**config.mk**
```make
export PLATFORM = sky130hd
export DESIGN_NAME = sdmac_top
export DESIGN_NICKNAME = d
export VERILOG_FILES = /design/src/common/sdmac_pkg.sv /design/src/regs/sdmac_addr_decode.sv /design/src/regs/sdmac_cntr.sv /design/src/regs/sdmac_istr.sv /design/src/regs/sdmac_regs.sv /design/src/design/sdmac_fifo.sv /design/src/design/sdmac_top.sv
export SDC_FILE = /design/constraint.sdc
export NUM_CORES = 1
export LEC_CHECK = 0
export BUFFER_PORTS_ARGS = -buffer_cell sky130_fd_sc_hd__buf_2
export CAP_MARGIN = 20
export CORE_ASPECT_RATIO = 0.6
export CORE_MARGIN = 4
export CORE_UTILIZATION = 50
export DETAILED_ROUTE_END_ITERATION = 10
export PLACE_DENSITY = 0.68
export SYNTH_ARGS = -nofsm -noshare
export SYNTH_HDL_FRONTEND = slang
export SYNTH_SLANG_ARGS = --single-unit
```
**constraint.sdc**
```tcl
create_clock -name CLK -period 4.3 [get_ports CLK]
set_clock_uncertainty 0.1 [all_clocks]
set_input_delay 0.215 -clock CLK [delete_from_list [all_inputs] [get_ports CLK]]
set_output_delay 0.215 -clock CLK [all_outputs]
set_load 0.02 [all_outputs]
```
**src/common/sdmac_pkg.sv**
```systemverilog
/*
  SDMAC shared definitions
  Bus widths, register offsets, CNTR and ISTR bit positions,
  and the write-word union that decodes one Wishbone write word
  as either a control word or an ACR word.
*/
`default_nettype none

package sdmac_pkg;

  // Bus widths
  localparam int DATA_W = 32;  // Wishbone data and FIFO word
  localparam int ADR_W  = 8;   // Byte address

  // Register map, byte offsets
  localparam logic [ADR_W-1:0] OFS_CNTR    = 8'h00;  // Control, r/w
  localparam logic [ADR_W-1:0] OFS_ACR     = 8'h04;  // Address counter, r/w
  localparam logic [ADR_W-1:0] OFS_ISTR    = 8'h08;  // Interrupt status, r/o
  localparam logic [ADR_W-1:0] OFS_ST_DMA  = 8'h0C;  // Start DMA strobe
  localparam logic [ADR_W-1:0] OFS_SP_DMA  = 8'h10;  // Stop DMA strobe
  localparam logic [ADR_W-1:0] OFS_CLR_INT = 8'h14;  // Clear interrupt strobe
  localparam logic [ADR_W-1:0] OFS_FLUSH   = 8'h18;  // Flush FIFO strobe
  localparam logic [ADR_W-1:0] OFS_FIFO    = 8'h1C;  // Data register, read pops

  // Control register
  localparam int CNTR_W      = 9;
  localparam int CNTR_PRESET = 4;  // Peripheral reset
  localparam int CNTR_INTENA = 2;  // Interrupt enable
  localparam int CNTR_DMADIR = 1;  // 0 = device to memory
  localparam int CNTR_DMAENA = 8;  // Read only, set/clear by strobes

  // Interrupt status register
  localparam int ISTR_W        = 9;
  localparam int ISTR_FE       = 0;  // FIFO empty
  localparam int ISTR_FF       = 1;  // FIFO full
  localparam int ISTR_FULL_EVT = 2;  // Sticky, FIFO became full
  localparam int ISTR_INT_P    = 7;  // Pending = sticky event & intena

  // Write word seen as a control word
  typedef struct packed {
    logic [26:0] rsvd_hi;
    logic        preset;   // Bit 4
    logic        rsvd_3;
    logic        intena;   // Bit 2
    logic        dmadir;   // Bit 1
    logic        rsvd_0;
  } cntr_view_t;

  // Write word seen as an ACR word
  typedef struct packed {
    logic [29:0] waddr;  // Longword address
    logic        a1;     // Word select, exported
    logic        a0;
  } acr_view_t;

  // Same bus word, decoded by target register
  typedef union packed {
    cntr_view_t cntr;
    acr_view_t  acr;
  } sdmac_wdata_u;

endpackage

`default_nettype wire

```
**src/regs/sdmac_addr_decode.sv**
```systemverilog
/*
  SDMAC address decoder
  Turns the Wishbone byte address and direction into one-hot
  register selects and write strobes, all qualified by access,
  the cycle in which the register block acks.
*/
`timescale 1ns/1ps
`default_nettype none

module sdmac_addr_decode (
  input  wire logic [sdmac_pkg::ADR_W-1:0] adr,
  input  wire logic                        we,
  input  wire logic                        access,   // Ack-raising cycle
  output logic                             cntr_rd,
  output logic                             cntr_wr,
  output logic                             acr_rd,
  output logic                             acr_wr,
  output logic                             istr_rd,
  output logic                             fifo_rd,  // Pops head word
  output logic                             st_dma,
  output logic                             sp_dma,
  output logic                             clr_int,
  output logic                             flush
);

  logic rd;  // Qualified read
  logic wr;  // Qualified write

  assign rd = access & ~we;
  assign wr = access & we;

  // Readable registers
  assign cntr_rd = rd & (adr == sdmac_pkg::OFS_CNTR);
  assign acr_rd  = rd & (adr == sdmac_pkg::OFS_ACR);
  assign istr_rd = rd & (adr == sdmac_pkg::OFS_ISTR);
  assign fifo_rd = rd & (adr == sdmac_pkg::OFS_FIFO);

  // Writable registers
  assign cntr_wr = wr & (adr == sdmac_pkg::OFS_CNTR);
  assign acr_wr  = wr & (adr == sdmac_pkg::OFS_ACR);   // ISTR writes fall through

  // Action strobes, write data ignored
  assign st_dma  = wr & (adr == sdmac_pkg::OFS_ST_DMA);
  assign sp_dma  = wr & (adr == sdmac_pkg::OFS_SP_DMA);
  assign clr_int = wr & (adr == sdmac_pkg::OFS_CLR_INT);
  assign flush   = wr & (adr == sdmac_pkg::OFS_FLUSH);

endmodule

`default_nettype wire

```
**src/regs/sdmac_cntr.sv**
```systemverilog
/*
  SDMAC control register
  Holds peripheral reset, interrupt enable and DMA direction,
  plus the DMA enable flag that is set by the start strobe and
  cleared by the stop strobe.
*/
`timescale 1ns/1ps
`default_nettype none

module sdmac_cntr (
  input  wire logic                         CLK,
  input  wire logic                         RST_,
  input  wire logic                         cntr_wr,
  input  wire logic                         st_dma,     // Start DMA
  input  wire logic                         sp_dma,     // Stop DMA
  input  wire logic                         wr_preset,
  input  wire logic                         wr_intena,
  input  wire logic                         wr_dmadir,
  output logic      [sdmac_pkg::CNTR_W-1:0] cntr_o,     // Read view
  output logic                              intena,
  output logic                              preset,
  output logic                              dma_dir,
  output logic                              dma_ena
);

  // Writable control bits
  always_ff @(posedge CLK) begin
    if (!RST_) begin
      preset  <= 1'b0;
      intena  <= 1'b0;
      dma_dir <= 1'b0;
    end else if (cntr_wr) begin
      preset  <= wr_preset;
      intena  <= wr_intena;
      dma_dir <= wr_dmadir;
    end
  end

  // DMA enable flag
  always_ff @(posedge CLK) begin
    if (!RST_)
      dma_ena <= 1'b0;
    else if (sp_dma)  // Stop wins over start
      dma_ena <= 1'b0;
    else if (st_dma)
      dma_ena <= 1'b1;
  end

  always_comb begin
    cntr_o                         = '0;  // Unused bits read zero
    cntr_o[sdmac_pkg::CNTR_PRESET] = preset;
    cntr_o[sdmac_pkg::CNTR_INTENA] = intena;
    cntr_o[sdmac_pkg::CNTR_DMADIR] = dma_dir;
    cntr_o[sdmac_pkg::CNTR_DMAENA] = dma_ena;
  end

endmodule

`default_nettype wire

```
**src/regs/sdmac_istr.sv**
```systemverilog
/*
  SDMAC interrupt status register
  Reports FIFO empty and full, latches a sticky event when the
  FIFO fills, and forms the pending bit from the event and the
  interrupt enable. Drives the active-low interrupt from a flop.
*/
`timescale 1ns/1ps
`default_nettype none

module sdmac_istr (
  input  wire logic                         CLK,
  input  wire logic                         RST_,
  input  wire logic                         fifo_empty,
  input  wire logic                         fifo_full,
  input  wire logic                         clr_int,  // Write strobe
  input  wire logic                         intena,
  output logic      [sdmac_pkg::ISTR_W-1:0] istr_o,
  output logic                              int_o_    // Active low
);

  logic full_evt;  // Sticky FIFO-full event
  logic int_p;     // Interrupt pending

  // Clear takes this edge; a still-full FIFO sets it again next edge
  always_ff @(posedge CLK) begin
    if (!RST_)
      full_evt <= 1'b0;
    else if (clr_int)
      full_evt <= 1'b0;
    else if (fifo_full)
      full_evt <= 1'b1;
  end

  assign int_p = full_evt & intena;

  // One cycle behind pending
  always_ff @(posedge CLK) begin
    if (!RST_)
      int_o_ <= 1'b1;
    else
      int_o_ <= ~int_p;
  end

  always_comb begin
    istr_o                           = '0;
    istr_o[sdmac_pkg::ISTR_FE]       = fifo_empty;
    istr_o[sdmac_pkg::ISTR_FF]       = fifo_full;
    istr_o[sdmac_pkg::ISTR_FULL_EVT] = full_evt;
    istr_o[sdmac_pkg::ISTR_INT_P]    = int_p;
  end

endmodule

`default_nettype wire

```
**src/regs/sdmac_regs.sv**
```systemverilog
/*
  SDMAC register block
  Wishbone classic slave with a registered one-cycle ack.
  Decodes accesses into register reads, writes and strobes,
  holds the ACR, multiplexes read data and issues the FIFO
  pop and flush pulses.
*/
`timescale 1ns/1ps
`default_nettype none

module sdmac_regs (
  input  wire logic                         CLK,
  input  wire logic                         RST_,
  input  wire logic                         wb_cyc,
  input  wire logic                         wb_stb,
  input  wire logic                         wb_we,
  input  wire logic [sdmac_pkg::ADR_W-1:0]  wb_adr,
  input  wire logic [sdmac_pkg::DATA_W-1:0] wb_dat_w,
  input  wire logic [sdmac_pkg::DATA_W-1:0] fifo_rdata,  // Head word
  input  wire logic                         fifo_empty,
  input  wire logic                         fifo_full,
  output logic      [sdmac_pkg::DATA_W-1:0] wb_dat_r,
  output logic                              wb_ack,
  output logic                              int_o_,
  output logic                              preset,
  output logic                              a1,          // ACR bit 1
  output logic                              dma_ena,
  output logic                              dma_dir,
  output logic                              fill_ena,    // DMA on, dev to mem
  output logic                              fifo_pop,
  output logic                              fifo_flush
);

  logic                              access;  // Request seen, ack next edge
  logic                              cntr_rd, cntr_wr, acr_rd, acr_wr;
  logic                              istr_rd, fifo_rd;
  logic                              st_dma, sp_dma, clr_int, flush;
  logic                              intena;
  logic [sdmac_pkg::CNTR_W-1:0]      cntr_o;
  logic [sdmac_pkg::ISTR_W-1:0]      istr_o;
  logic [sdmac_pkg::DATA_W-1:0]      acr_q;
  logic [sdmac_pkg::DATA_W-1:0]      rd_mux;
  sdmac_pkg::sdmac_wdata_u           wdat_u;  // Write word, two views

  assign access = wb_cyc & wb_stb & ~wb_ack;  // Ack low between accesses
  assign wdat_u = wb_dat_w;

  sdmac_addr_decode u_addr_decode (
    .adr     (wb_adr),
    .we      (wb_we),
    .access  (access),
    .cntr_rd (cntr_rd),
    .cntr_wr (cntr_wr),
    .acr_rd  (acr_rd),
    .acr_wr  (acr_wr),
    .istr_rd (istr_rd),
    .fifo_rd (fifo_rd),
    .st_dma  (st_dma),
    .sp_dma  (sp_dma),
    .clr_int (clr_int),
    .flush   (flush)
  );

  sdmac_cntr u_cntr (
    .CLK       (CLK),
    .RST_      (RST_),
    .cntr_wr   (cntr_wr),
    .st_dma    (st_dma),
    .sp_dma    (sp_dma),
    .wr_preset (wdat_u.cntr.preset),
    .wr_intena (wdat_u.cntr.intena),
    .wr_dmadir (wdat_u.cntr.dmadir),
    .cntr_o    (cntr_o),
    .intena    (intena),
    .preset    (preset),
    .dma_dir   (dma_dir),
    .dma_ena   (dma_ena)
  );

  sdmac_istr u_istr (
    .CLK        (CLK),
    .RST_       (RST_),
    .fifo_empty (fifo_empty),
    .fifo_full  (fifo_full),
    .clr_int    (clr_int),
    .intena     (intena),
    .istr_o     (istr_o),
    .int_o_     (int_o_)
  );

  // Ack, pop and flush all line up on the same edge
  always_ff @(posedge CLK) begin
    if (!RST_) begin
      wb_ack     <= 1'b0;
      fifo_pop   <= 1'b0;
      fifo_flush <= 1'b0;
    end else begin
      wb_ack     <= access;
      fifo_pop   <= fifo_rd;  // FIFO advances at end of ack cycle
      fifo_flush <= flush;
    end
  end

  // Address counter, whole word kept
  always_ff @(posedge CLK) begin
    if (!RST_)
      acr_q <= '0;
    else if (acr_wr)
      acr_q <= {wdat_u.acr.waddr, wdat_u.acr.a1, wdat_u.acr.a0};
  end

  assign a1 = acr_q[1];

  // Read select, unmapped reads give zero
  always_comb begin
    rd_mux = '0;
    if (cntr_rd)
      rd_mux = {{(sdmac_pkg::DATA_W-sdmac_pkg::CNTR_W){1'b0}}, cntr_o};
    else if (acr_rd)
      rd_mux = acr_q;
    else if (istr_rd)
      rd_mux = {{(sdmac_pkg::DATA_W-sdmac_pkg::ISTR_W){1'b0}}, istr_o};
    else if (fifo_rd)
      rd_mux = fifo_rdata;
  end

  // Captured from pre-edge state, valid while ack high
  always_ff @(posedge CLK) begin
    if (access)
      wb_dat_r <= rd_mux;
  end

  assign fill_ena = dma_ena & ~dma_dir;

endmodule

`default_nettype wire

```
**src/design/sdmac_fifo.sv**
```systemverilog
/*
  SDMAC data FIFO
  Circular buffer between the peripheral write port and the CPU
  data register. Pointers carry one extra wrap bit. Head word is
  presented combinationally, and flush clears both pointers.
*/
`timescale 1ns/1ps
`default_nettype none

module sdmac_fifo #(
  parameter int FIFO_DEPTH = 4  // Power of two
) (
  input  wire logic                         CLK,
  input  wire logic                         RST_,
  input  wire logic                         fill_ena,   // DMA on, dev to mem
  input  wire logic                         dev_wr,
  input  wire logic [sdmac_pkg::DATA_W-1:0] dev_data,
  input  wire logic                         pop,
  input  wire logic                         flush,
  output logic                              dev_ready,
  output logic      [sdmac_pkg::DATA_W-1:0] rdata,      // Zero when empty
  output logic                              empty,
  output logic                              full
);

  localparam int AW = $clog2(FIFO_DEPTH);

  logic [sdmac_pkg::DATA_W-1:0] mem [FIFO_DEPTH];
  logic [AW:0]                  wr_ptr;  // MSB is wrap bit
  logic [AW:0]                  rd_ptr;
  logic                         push;

  assign empty     = (wr_ptr == rd_ptr);
  assign full      = (wr_ptr[AW] != rd_ptr[AW]) && (wr_ptr[AW-1:0] == rd_ptr[AW-1:0]);
  assign dev_ready = fill_ena & ~full;
  assign push      = dev_wr & dev_ready;

  // Pointers, flush beats a same-cycle push
  always_ff @(posedge CLK) begin
    if (!RST_) begin
      wr_ptr <= '0;
      rd_ptr <= '0;
    end else if (flush) begin
      wr_ptr <= '0;
      rd_ptr <= '0;
    end else begin
      if (push)
        wr_ptr <= wr_ptr + 1'b1;
      if (pop && !empty)  // Pop of empty FIFO ignored
        rd_ptr <= rd_ptr + 1'b1;
    end
  end

  // Storage
  always_ff @(posedge CLK) begin
    if (push && !flush)
      mem[wr_ptr[AW-1:0]] <= dev_data;
  end

  assign rdata = empty ? '0 : mem[rd_ptr[AW-1:0]];

endmodule

`default_nettype wire

```
**src/design/sdmac_top.sv**
```systemverilog
/*
  SDMAC register subsystem top
  Register block behind a Wishbone classic slave, joined to the
  data FIFO that the peripheral fills and the CPU drains.
*/
`timescale 1ns/1ps
`default_nettype none

module sdmac_top #(
  parameter int FIFO_DEPTH = 4
) (
  input  wire logic                         CLK,
  input  wire logic                         RST_,
  input  wire logic                         wb_cyc,
  input  wire logic                         wb_stb,
  input  wire logic                         wb_we,
  input  wire logic [sdmac_pkg::ADR_W-1:0]  wb_adr,
  input  wire logic [sdmac_pkg::DATA_W-1:0] wb_dat_w,
  output logic      [sdmac_pkg::DATA_W-1:0] wb_dat_r,
  output logic                              wb_ack,
  input  wire logic                         dev_wr,     // Peripheral push
  input  wire logic [sdmac_pkg::DATA_W-1:0] dev_data,
  output logic                              dev_ready,
  output logic                              int_o_,     // Active low
  output logic                              preset,
  output logic                              a1,
  output logic                              dma_ena,
  output logic                              dma_dir
);

  logic                         fill_ena;
  logic                         fifo_pop;
  logic                         fifo_flush;
  logic                         fifo_empty;
  logic                         fifo_full;
  logic [sdmac_pkg::DATA_W-1:0] fifo_rdata;

  sdmac_regs u_regs (
    .CLK        (CLK),
    .RST_       (RST_),
    .wb_cyc     (wb_cyc),
    .wb_stb     (wb_stb),
    .wb_we      (wb_we),
    .wb_adr     (wb_adr),
    .wb_dat_w   (wb_dat_w),
    .fifo_rdata (fifo_rdata),
    .fifo_empty (fifo_empty),
    .fifo_full  (fifo_full),
    .wb_dat_r   (wb_dat_r),
    .wb_ack     (wb_ack),
    .int_o_     (int_o_),
    .preset     (preset),
    .a1         (a1),
    .dma_ena    (dma_ena),
    .dma_dir    (dma_dir),
    .fill_ena   (fill_ena),
    .fifo_pop   (fifo_pop),
    .fifo_flush (fifo_flush)
  );

  sdmac_fifo #(
    .FIFO_DEPTH (FIFO_DEPTH)
  ) u_fifo (
    .CLK       (CLK),
    .RST_      (RST_),
    .fill_ena  (fill_ena),
    .dev_wr    (dev_wr),
    .dev_data  (dev_data),
    .pop       (fifo_pop),
    .flush     (fifo_flush),
    .dev_ready (dev_ready),
    .rdata     (fifo_rdata),
    .empty     (fifo_empty),
    .full      (fifo_full)
  );

endmodule

`default_nettype wire

```
* Yosys cells after proc, flatten, opt, wreduce, memory -nomap -nowiden
Memory sizes are Yosys's and may differ from the RTL's. A register that Yosys moved wholly into a read port is not among the register bits. Cells that the tools add are included.
Word-level totals: register bits after elaboration 79, RAM bits 128, bits of input ports 78, output and inout bits 39, logic and storage cells 69, memories 1
Operators by class: $add $sub $neg 2, eq/ne operators 10, muxes and demuxes 9, bitwise gates (word level) 24, reduce and logical (&&, ||, !) cells 9
Memories:
- u_fifo.mem | words 4, bits a word 32, rd ports 1, clocked after memory_dff 1, wr ports 1, RTL line sdmac_fifo.sv:28 | logic [sdmac_pkg::DATA_W-1:0] mem [FIFO_DEPTH];
Operators with widths (count):
- $mux 32 | 4
- $eq 8x5->1 const B | 4
- $and 1x1->1 | 18
- $eq 8x4->1 const B | 2
- $mux 9 | 1
- $eq 8x3->1 const B | 1
- $logic_not 8->1 | 1
- $add 3x1->3 const B | 2
- $not 1->1 | 6
- $reduce_or 2->1 | 3
- $mux 2 | 2
- $eq 3x3->1 | 1
- $logic_and 1x1->1 | 3
- $eq 2x2->1 | 1
- $logic_not 1->1 | 2
- $mux 1 | 2
- $ne 1x1->1 | 1

* Longest topological paths before layout
Gate-level depths: netlist (run 1).
depth after elaboration 8, gate-level depth with buffers 7, depth with buffers taken out 4

* Cells and area by module
Synthesis (run 1) repeated with hierarchy kept, for this count alone.
Unflattened totals: cells, all modules 543, area total of the unflattened synthesis 8779.7 sq um
By module, submodules not included:
- sdmac_fifo | instances 1, cells each 268, area each 5412.7 sq um, seq. area each 4003.8 sq um
- sdmac_regs | instances 1, cells each 218, area each 2836.5 sq um, seq. area each 1661.6 sq um
- sdmac_cntr | instances 1, cells each 22, area each 211.5 sq um, seq. area each 80.1 sq um
- sdmac_addr_decode | instances 1, cells each 19, area each 178.9 sq um, seq. area each 0.0 sq um
- sdmac_istr | instances 1, cells each 16, area each 140.1 sq um, seq. area each 40.0 sq um

* Worst setup path after synthesis (run 1)
OpenSTA, ideal clock, no wires.
path kind reg2reg, from register u_fifo.wr_ptr[1], to memory u_fifo.mem[3][0] (netlist name) (enable), library setup time 0.461 ns, arrival 3.167 ns, data required time 3.739 ns, path slack 0.572 ns, stages on the path, launching flop included 4, buffers on the path 0, clock period less this slack 3.728 ns, cell sequence dfxtp_1 -> xor2_1 -> o311ai_2 -> nor3_1
Between the ends: cells in the longest elaborated chain, start to end 8
RTL lines:
- from (decl) | RTL line sdmac_fifo.sv:29 | logic [AW:0] wr_ptr;
- from (signal assigned) | RTL line sdmac_fifo.sv:48 | wr_ptr <= wr_ptr + 1'b1;
- $eq 2x2->1 | RTL line sdmac_fifo.sv:34 | assign full = (wr_ptr[AW] != rd_ptr[AW]) && (wr_ptr[AW-1:0] == rd_ptr[AW-1:0]);
- $logic_and 1x1->1 | RTL line sdmac_fifo.sv:34
- $not 1->1 | RTL line sdmac_fifo.sv:35 | assign dev_ready = fill_ena & ~full;
- $and 1x1->1 | RTL line sdmac_fifo.sv:35
- $and 1x1->1 | RTL line sdmac_fifo.sv:36 | assign push = dev_wr & dev_ready;
- $logic_and 1x1->1 | RTL line sdmac_fifo.sv:56 | if (push && !flush)
- $mux 1 | RTL line sdmac_fifo.sv:56
- $mux 1 (implied by the code) | RTL line sdmac_fifo.sv:57 | mem[wr_ptr[AW-1:0]] <= dev_data;
- to (decl) | RTL line sdmac_fifo.sv:28
Parallel ways exist; a longest one is shown, timed or not.

* Worst setup path in the final report (run 1)
from register u_regs.wb_ack, to register u_regs.fifo_flush
Between the ends: cells in the longest elaborated chain, start to end 4
RTL lines:
- from (decl) | RTL line sdmac_regs.sv:23 | output logic wb_ack,
- from (signal assigned) | RTL line sdmac_regs.sv:98 | wb_ack <= access;
- $not 1->1 | RTL line sdmac_regs.sv:45 | assign access = wb_cyc & wb_stb & ~wb_ack;
- $and 1x1->1 | RTL line sdmac_regs.sv:45
- $and 1x1->1 | RTL line sdmac_addr_decode.sv:30 | assign wr = access & we;
- $and 1x1->1 | RTL line sdmac_addr_decode.sv:46 | assign flush = wr & (adr == sdmac_pkg::OFS_FLUSH);
- to (signal assigned) | RTL line sdmac_regs.sv:100 | fifo_flush <= flush;
- to (decl) | RTL line sdmac_regs.sv:31 | output logic fifo_flush
Every way passes these cells. A chain may end at the register's enable or synchronous reset.

==> run metrics, run 1 <==
leakage power of the design=3.61 nW; wire length of the first global-routing pass=28200 um; setup repair after global routing missed its margin=no; share of layout cells above drive strength 1=28.2%; Area Overhead vs Synth=26.1%; largest net degree at the start of global routing=65; cts repair resizes=0; area of the die=0.0182 mm^2; cell accounting for the most synthesized area=sky130_fd_sc_hd__edfxtp_1; Die Y=106 um; total of fill cells in the finished design=1074; worst endpoint data arrival time=3010 ps; via count of the first global-routing pass=5173; type of element launching the critical path=register; power share of the clock group=43.5%; #FFs+latches synth=209; maximum net fanout on the critical path=39; DP Worst Slack=1710 ps; # IOs=117; worst skew pair latency=490 ps; Slew Limit Fails=0; Final Hold Slack=86.6 ps; initial antenna violation count=0; DRT antenna net count=0; starting utilization of the core area=51.6%; crit-path leading delay family=buffers and inverters; internal power=3.34 mW; share of total power in sequential cells=52.5%; maximum frequency from static timing analysis=371 MHz; Power Total=4.15 mW; number of buffers and inverters on the critical path=3; Critical Path End Type=register; portion of the post-synthesis area used by sequential elements=72.1%; number of iterations in the first detailed-routing pass=5; max-capacitance violation count=0; Post-CTS Repair Setup Buffers=0; clock transition at the register clock pins on the worst setup and hold paths after CTS=60 ps; Hold Crit Class=in -> reg; final weighted congestion in routability-driven placement=0.872; number of enable-type register cells in the synthesized netlist=160; Die Width=172 um; number of hold-slack violations in the final timing report=0; mean post-synth cell area=16.0 um^2; combined area of all synthesized cells=0.00803 mm^2; outcome=completed; Detail Placement HPWL=11100 um; Period minus WS final=2700 ps; largest incremental delay on the critical path=610 ps; total congestion overflow=0; Overall Global Routing Usage=20.0%; unique cell type count in the Yosys netlist=41; Worst EP required=4610 ps; antenna cells=0; net count reported at finish=765; number of design-rule violations left by the first detailed-router iteration=508; PnR worst setup slack=1600 ps; critical path class=reg -> reg; number of H-tree levels=1; Total Neg Setup Slack=0 ps; number of cell rows=35; WL per Instance=19.7 um; cell-by-cell listing of the critical path=and3b_2 > buf_4 > nand4_1 > dlygate4sd3_1 > nor2_1 > dlygate4sd3_1; ys async rst share=0%; top cell type's share of synthesized area=59.9%; Post-Synthesis Cells=503; Port Buf Inserts=116; setup violators final=0; Mapped Nets=586; clock sink total=209; max_slew headroom=40.4%; Gate power share=4.0%; number of warnings printed during yosys synthesis=0; fin util=65.1%; total wire length=17700 um; slew of the pin with the lowest slew margin=894 ps; number of CTS-inserted buffers=19; core box area=0.0155 mm^2; via density per instance=5.50; Period Utilization, post-route=62.7%; Critical Path Slowest Stage Cell=sky130_fd_sc_hd__dlygate4sd3_1; pwr dens=410 mW/mm^2; leading cell types by total area after synthesis=sky130_fd_sc_hd__edfxtp_1, sky130_fd_sc_hd__dfxtp_1, sky130_fd_sc_hd__mux4_2, sky130_fd_sc_hd__a22o_1, sky130_fd_sc_hd__nand3_1; Max VDD drop=0.262 mV; minimum setup slack among reg-to-reg paths=1600 ps; count of unresolved DRC violations after routing=0; net switching power of the design=0.807 mW; leading register cell type out of synthesis=sky130_fd_sc_hd__edfxtp_1; Switching Fraction=19.4%; clock tree from TritonCTS=done; root buffer cell=sky130_fd_sc_hd__clkbuf_16; routed via count=4937; most frequent CP cell=sky130_fd_sc_hd__dlygate4sd3_1; CTS Buffer Depth=3
cell families after synthesis:
family / count (synthesis) / synth area share [%]
adders and majority gates: 5 / 0.779
muxes: 37 / 9.60
DFF: 209 / 72.1
and+or+nand+nor: 132 / 8.10
AOI/OAI and AO/OA: 78 / 6.67
buffers and inverters: 35 / 2.01
xor gates and xnor gates: 7 / 0.764
final timing paths:
check,cells after the start,startpoint,endpoint
hold / removal,4,wb_we,u_regs.u_cntr.dma_ena$_SDFFE_PP0P_
setup reg to reg,6,u_regs.wb_ack$_SDFF_PN0_,u_regs.fifo_flush$_SDFF_PN0_
hold reg to reg,1,u_regs.u_istr.full_evt$_SDFFE_PP0P_,u_regs.u_istr.int_o_$_SDFF_PN1_
setup / recovery,6,u_regs.wb_ack$_SDFF_PN0_,u_regs.fifo_flush$_SDFF_PN0_
synth_stat cells (all sizes together) (4+ instances only):
| cell type | count |
|---|---|
| nand3 | 44 |
| clkbuf | 19 |
| mux4 | 32 |
| a21oi | 4 |
| nand2b | 7 |
| dfxtp | 49 |
| buf | 12 |
| o21ai | 37 |
| and2 | 7 |
| nor2b | 5 |
| mux2i | 5 |
| edfxtp | 160 |
| a22o | 26 |
| xor2 | 5 |
| ha | 5 |
| nor3 | 6 |
| nor2 | 11 |
| nand2 | 41 |
| inv | 4 |
layout by cell type (no fill, tap or decap), types with 2 or more instances in the layout:
master and n:
sky130_fd_sc_hd__and3_1 2, sky130_fd_sc_hd__nand2_1 41, sky130_fd_sc_hd__nor2b_1 5, sky130_fd_sc_hd__a32oi_1 2
sky130_fd_sc_hd__xor2_1 5, sky130_fd_sc_hd__dfxtp_2 2, sky130_fd_sc_hd__inv_1 4, sky130_fd_sc_hd__dlygate4sd3_1 67
sky130_fd_sc_hd__nand2b_1 7, sky130_fd_sc_hd__or3_1 2, sky130_fd_sc_hd__nand4_1 2, sky130_fd_sc_hd__bufinv_16 3
sky130_fd_sc_hd__o21ai_0 37, sky130_fd_sc_hd__clkinvlp_4 3, sky130_fd_sc_hd__nor2_1 10, sky130_fd_sc_hd__edfxtp_1 160
sky130_fd_sc_hd__nand3_1 44, sky130_fd_sc_hd__a21oi_1 4, sky130_fd_sc_hd__dfxtp_1 47, sky130_fd_sc_hd__mux2i_1 5
sky130_fd_sc_hd__clkbuf_16 20, sky130_fd_sc_hd__nor3_1 5, sky130_fd_sc_hd__buf_2 116, sky130_fd_sc_hd__ha_1 5
sky130_fd_sc_hd__clkbuf_8 3, sky130_fd_sc_hd__xnor2_1 2, sky130_fd_sc_hd__a22o_1 26, sky130_fd_sc_hd__mux4_2 32
sky130_fd_sc_hd__clkbuf_1 3, sky130_fd_sc_hd__and2_2 3, sky130_fd_sc_hd__nor4b_1 2, sky130_fd_sc_hd__and2_1 3
sky130_fd_sc_hd__buf_4 6
registers in the layout, indices dropped and copies added (netlist names), 3 cells and up, named ones only:
| signal | count |
|---|---|
| u_fifo.mem | 128 |
| u_regs.acr_q | 32 |
| u_regs.wb_dat_r | 32 |
| u_fifo.rd_ptr | 3 |
| u_fifo.wr_ptr | 3 |
routing by layer:
| metal | vias up | part of all wire [%] | track usage, % | wire (um) |
|---|---|---|---|---|
| li1 | 2315 | - | - | - |
| met1 | 2424 | 45 | 29.8 | 8030 |
| met2 | 176 | 46 | 31.1 | 8190 |
| met3 | 22 | 6.7 | 4.20 | 1180 |
| met4 | 0 | 1.7 | 3.56 | 292 |
| met5 | - | 0 | 0 | 0 |
power by group through the flow:
stage / Combinational [mW] / Sequential (mW) / Clock, mW
3_3_place_gp: 0.113 / 2.23 / 0
4_1_cts: 0.164 / 2.18 / 1.85
5_1_grt: 0.180 / 2.18 / 1.91
2_1_floorplan: 0.0313 / 2.24 / 0
6_report: 0.164 / 2.18 / 1.81
3_5_place_dp: 0.117 / 2.23 / 0
stage by stage:
step	std cells	cell area, um^2
2_1_floorplan	503	8030
3_3_place_gp	797	8770
3_5_place_dp	797	8770
4_1_cts	898	10100
5_1_grt	898	10100
6_report	898	10100
timing repair:
item                                    CTS  global route
hold buffers                             67             0
hold endpoints to repair                164             0
endpoints found under the setup margin    0             0
worst min-delay path: cells and delay by family:
| family | cells | cell delay [ps] |
|---|---|---|
| AND/OR/NAND/NOR | 2 | 210 |
| buffers and inverters | 1 | 120 |
| AO/OA/AOI/OAI | 1 | 90 |
cell type report:
type / instances / area, um^2 / area share, %
multi-input cells: 259 / 2090 / 20.7
repair buffers: 189 / 1300 / 12.8
well taps: 203 / 254 / 2.51
flip-flops and latches: 209 / 5790 / 57.2
clock inverters: 8 / 126 / 1.25
inverters: 4 / 15.0 / 0.148
clock buffers: 26 / 553 / 5.46
(Power assumes the default switching activity.)
==> inputs of run 2 (changes only) <==
--- a/config.mk
+++ b/config.mk
@@ -5,13 +5,14 @@
 export SDC_FILE = /design/constraint.sdc
 export NUM_CORES = 1
 export LEC_CHECK = 0
+export ABC_AREA = 1
 export BUFFER_PORTS_ARGS = -buffer_cell sky130_fd_sc_hd__buf_2
 export CAP_MARGIN = 20
 export CORE_ASPECT_RATIO = 0.6
 export CORE_MARGIN = 4
 export CORE_UTILIZATION = 50
 export DETAILED_ROUTE_END_ITERATION = 10
-export PLACE_DENSITY = 0.68
+export PLACE_DENSITY = 0.71
 export SYNTH_ARGS = -nofsm -noshare
 export SYNTH_HDL_FRONTEND = slang
 export SYNTH_SLANG_ARGS = --single-unit
==> constraint.sdc (replaced) <==
create_clock -name CLK -period 2.2 [get_ports CLK]
set_clock_uncertainty 0.1 [all_clocks]
set_input_delay 0.11 -clock CLK [delete_from_list [all_inputs] [get_ports CLK]]
set_output_delay 0.11 -clock CLK [all_outputs]
set_load 0.02 [all_outputs]
==> run metrics, run 2 <==
CTS Buffer Depth=3; area of all placed cells without fillers=0.0106 mm^2; Hold Crit Class=in -> reg; critical path class=in -> reg; number of H-tree levels=1; total wire length=20400 um; share of synthesized cell area in full adder, half adder and majority cells=0.757%; Mapped Nets=815; most frequent cells in the layout=sky130_fd_sc_hd__edfxtp_1, sky130_fd_sc_hd__nand2_1, sky130_fd_sc_hd__buf_2, sky130_fd_sc_hd__nor2_1, sky130_fd_sc_hd__dlygate4sd3_1; ranking of synthesized cells by instance count=sky130_fd_sc_hd__edfxtp_1, sky130_fd_sc_hd__nand2_1, sky130_fd_sc_hd__nor2_1; combined area of all synthesized cells=0.00826 mm^2; cell-by-cell listing of the critical path=dlygate4sd3_1 > buf_2 > nor2_2 > nand2_1 > dlygate4sd3_1 > nor4_1 > dlygate4sd3_1; largest net degree at the start of global routing=65; hold path depth=5; WL per Instance=17.7 um; maximum frequency from static timing analysis=456 MHz; max_slew headroom=58.5%; leading register cell type out of synthesis=sky130_fd_sc_hd__edfxtp_1; via count of the first global-routing pass=5991; Slew Limit Fails=0; routed via count=6253; net count reported at finish=1011; number of cells traversed by the worst register-to-register path=7; number of iterations in the first detailed-routing pass=5; Power Total=7.97 mW; simple-gate area share of the yosys netlist=15.8%; Period minus WS final=2190 ps; antenna cells=0; cell accounting for the most synthesized area=sky130_fd_sc_hd__edfxtp_1; most frequent CP cell=sky130_fd_sc_hd__dlygate4sd3_1; initial antenna violation count=0; Detail Placement HPWL=12700 um; clock sink total=209; number of enable-type register cells in the synthesized netlist=160; unique cell type count in the Yosys netlist=32; most used standard cell by instance count after synthesis=sky130_fd_sc_hd__edfxtp_1; leading cell types by total area after synthesis=sky130_fd_sc_hd__edfxtp_1, sky130_fd_sc_hd__dfxtp_1, sky130_fd_sc_hd__nand2_1, sky130_fd_sc_hd__nor2_1, sky130_fd_sc_hd__o21ai_0; total congestion overflow=0; area of the die=0.0187 mm^2; Post-Synthesis Cells=732; final weighted congestion in routability-driven placement=0.857; most common cell after layout, fill and taps aside=sky130_fd_sc_hd__edfxtp_1; Port Buf Inserts=116; top cell type's share of synthesized area=58.1%; DRT antenna net count=0; r2r startpoint=u_regs.wb_ack$_SDFF_PN0_; Critical Path End Type=register; Max VDD drop=0.611 mV; xor and xnor area share after synthesis=0.318%; Worst EP required=2530 ps; ys async rst share=0%; minimum setup slack among reg-to-reg paths=160 ps; worst endpoint data arrival time=2520 ps; FF-to-FF End=u_regs.fifo_flush$_SDFF_PN0_; share of cell area taken by muxes after synthesis=0%; number of warnings printed during yosys synthesis=0; Post-CTS Repair Setup Buffers=0; Total Neg Setup Slack=0 ps; portion of the post-synthesis area used by sequential elements=70.0%; Area Overhead vs Synth=28.6%; Placed Instance Area=0.00924 mm^2; leakage power of the design=4.11 nW; starting utilization of the core area=51.0%; Overall Global Routing Usage=21.4%; number of design-rule violations left by the first detailed-router iteration=533; clock transition at the register clock pins on the worst setup and hold paths after CTS=70 ps; share of layout cells above drive strength 1=21.3%; clock tree from TritonCTS=done; # IOs=117; flip-flop count of the largest register, all copies and words added=128; Die Y=108 um; mean post-synth cell area=11.3 um^2; Die Width=174 um; wire length of the first global-routing pass=31800 um; # hold bufs at CTS=74; slew of the pin with the lowest slew margin=623 ps; type of element launching the critical path=primary input; setup violators final=0; largest incremental delay on the critical path=590 ps; crit-path leading delay family=buffers and inverters; hold_sp=wb_adr[1]; max-capacitance violation count=0; setup repair after global routing missed its margin=no; main combinational cell family by area after synthesis=simple AND/OR/NAND/NOR gates; Final Hold Slack=21.4 ps; pwr dens=750 mW/mm^2; core box area=0.0162 mm^2; root buffer cell=sky130_fd_sc_hd__clkbuf_16; outcome=completed; complex-gate fraction of the synthesized area=9.74%; worst skew pair latency=490 ps; count of unresolved DRC violations after routing=0; Period Utilization, post-route=99.6%; maximum net fanout on the critical path=4; Critical Path Slowest Stage Cell=sky130_fd_sc_hd__dlygate4sd3_1; via density per instance=5.43; number of hold-slack violations in the final timing report=0; hold-critical path endpoint=u_regs.u_cntr.dma_ena$_SDFFE_PP0P_; number of buffers and inverters on the critical path=4; #FFs+latches synth=209; cts repair resizes=0; number of cell rows=36; number of CTS-inserted buffers=20
==> run 2: changes by cell type after synthesis, sizes merged, moves of 20 or more <==
cell / change
a22o: -26
inv: +20
mux4: -32
nand2: +82
nand3: -33
nor2: +111
nor4: +33
o21ai: +65
o22ai: +32
==> run 2: how the worst max path moves through the flow <==
| stage | start | to | slack, ps | cells after the start |
|---|---|---|---|---|
| final | wb_adr[0] | u_regs.fifo_flush$_SDFF_PN0_ | 9 | 7 |
| after global routing | wb_adr[0] | u_regs.fifo_flush$_SDFF_PN0_ | 4 | 7 |
| after CTS | wb_adr[0] | u_regs.fifo_flush$_SDFF_PN0_ | 180 | 7 |
| after detailed placement | u_regs.wb_ack$_SDFF_PN0_ | u_regs.acr_q[1]$_SDFFE_PN0P_ | 330 | 9 |
| after global placement | u_fifo.wr_ptr[1]$_SDFFE_PP0P_ | u_fifo.mem[3][11]$_DFFE_PP_ | 380 | 7 |
| after floorplan | u_fifo.wr_ptr[1]$_SDFFE_PP0P_ | u_fifo.mem[3][0]$_DFFE_PP_ | -10 | 6 |
==> run 2: tightest hold or removal path: cells and delay by family <==
family / cells / cell delay [ps]
simple gates: 4 / 360
buf+inv: 1 / 90
==> run 2: routing by layer <==
| layer | share of wire [%] | wire length, um | up-vias | track usage, % |
|---|---|---|---|---|
| li1 | - | - | 2994 | - |
| met1 | 46 | 9450 | 2973 | 31.6 |
| met2 | 45 | 9090 | 246 | 33.3 |
| met3 | 7.0 | 1420 | 40 | 4.18 |
| met4 | 2.1 | 427 | 0 | 5.03 |
| met5 | 0 | 0 | - | 0 |
==> run 2: per-stage QoR <==
| step | setup WS [ps] | instances | util, % |
|---|---|---|---|
| global placement | 384 | 1041 | 57.0 |
| finish | 8.91 | 1151 | 65.5 |
| detailed placement | 333 | 1041 | 57.0 |
| CTS | 182 | 1151 | 65.5 |
| floorplan | -14.5 | 732 | - |
| global route | 3.66 | 1151 | 65.5 |
==> run 2: layout make-up <==
type                       instances  area [um^2]
clock buffer                      31          624
tap                              209          262
sequential                       209         5790
multi-input combinational        459         2270
inverter                          24         90.1
clock inverter                     5         23.8
fill                            1237         5590
timing repair buffer             214         1560
==> run 2: power breakdown <==
part	switching, mW	leakage, nW	internal, mW
Clock	1.42	0.323	1.96
Sequential	0.00839	1.86	4.25
Combinational	0.173	1.93	0.159
==> run 2: kinds of logic (layout without fill, tap and decap cells) <==
family / after synthesis / in the layout
XOR/XNOR: 3 / 3
buffers and inverters: 64 / 274
flip-flops: 209 / 209
adder cells (fa/ha/maj): 5 / 5
AO/OA/AOI/OAI: 152 / 152
AND/OR/NAND/NOR: 299 / 299
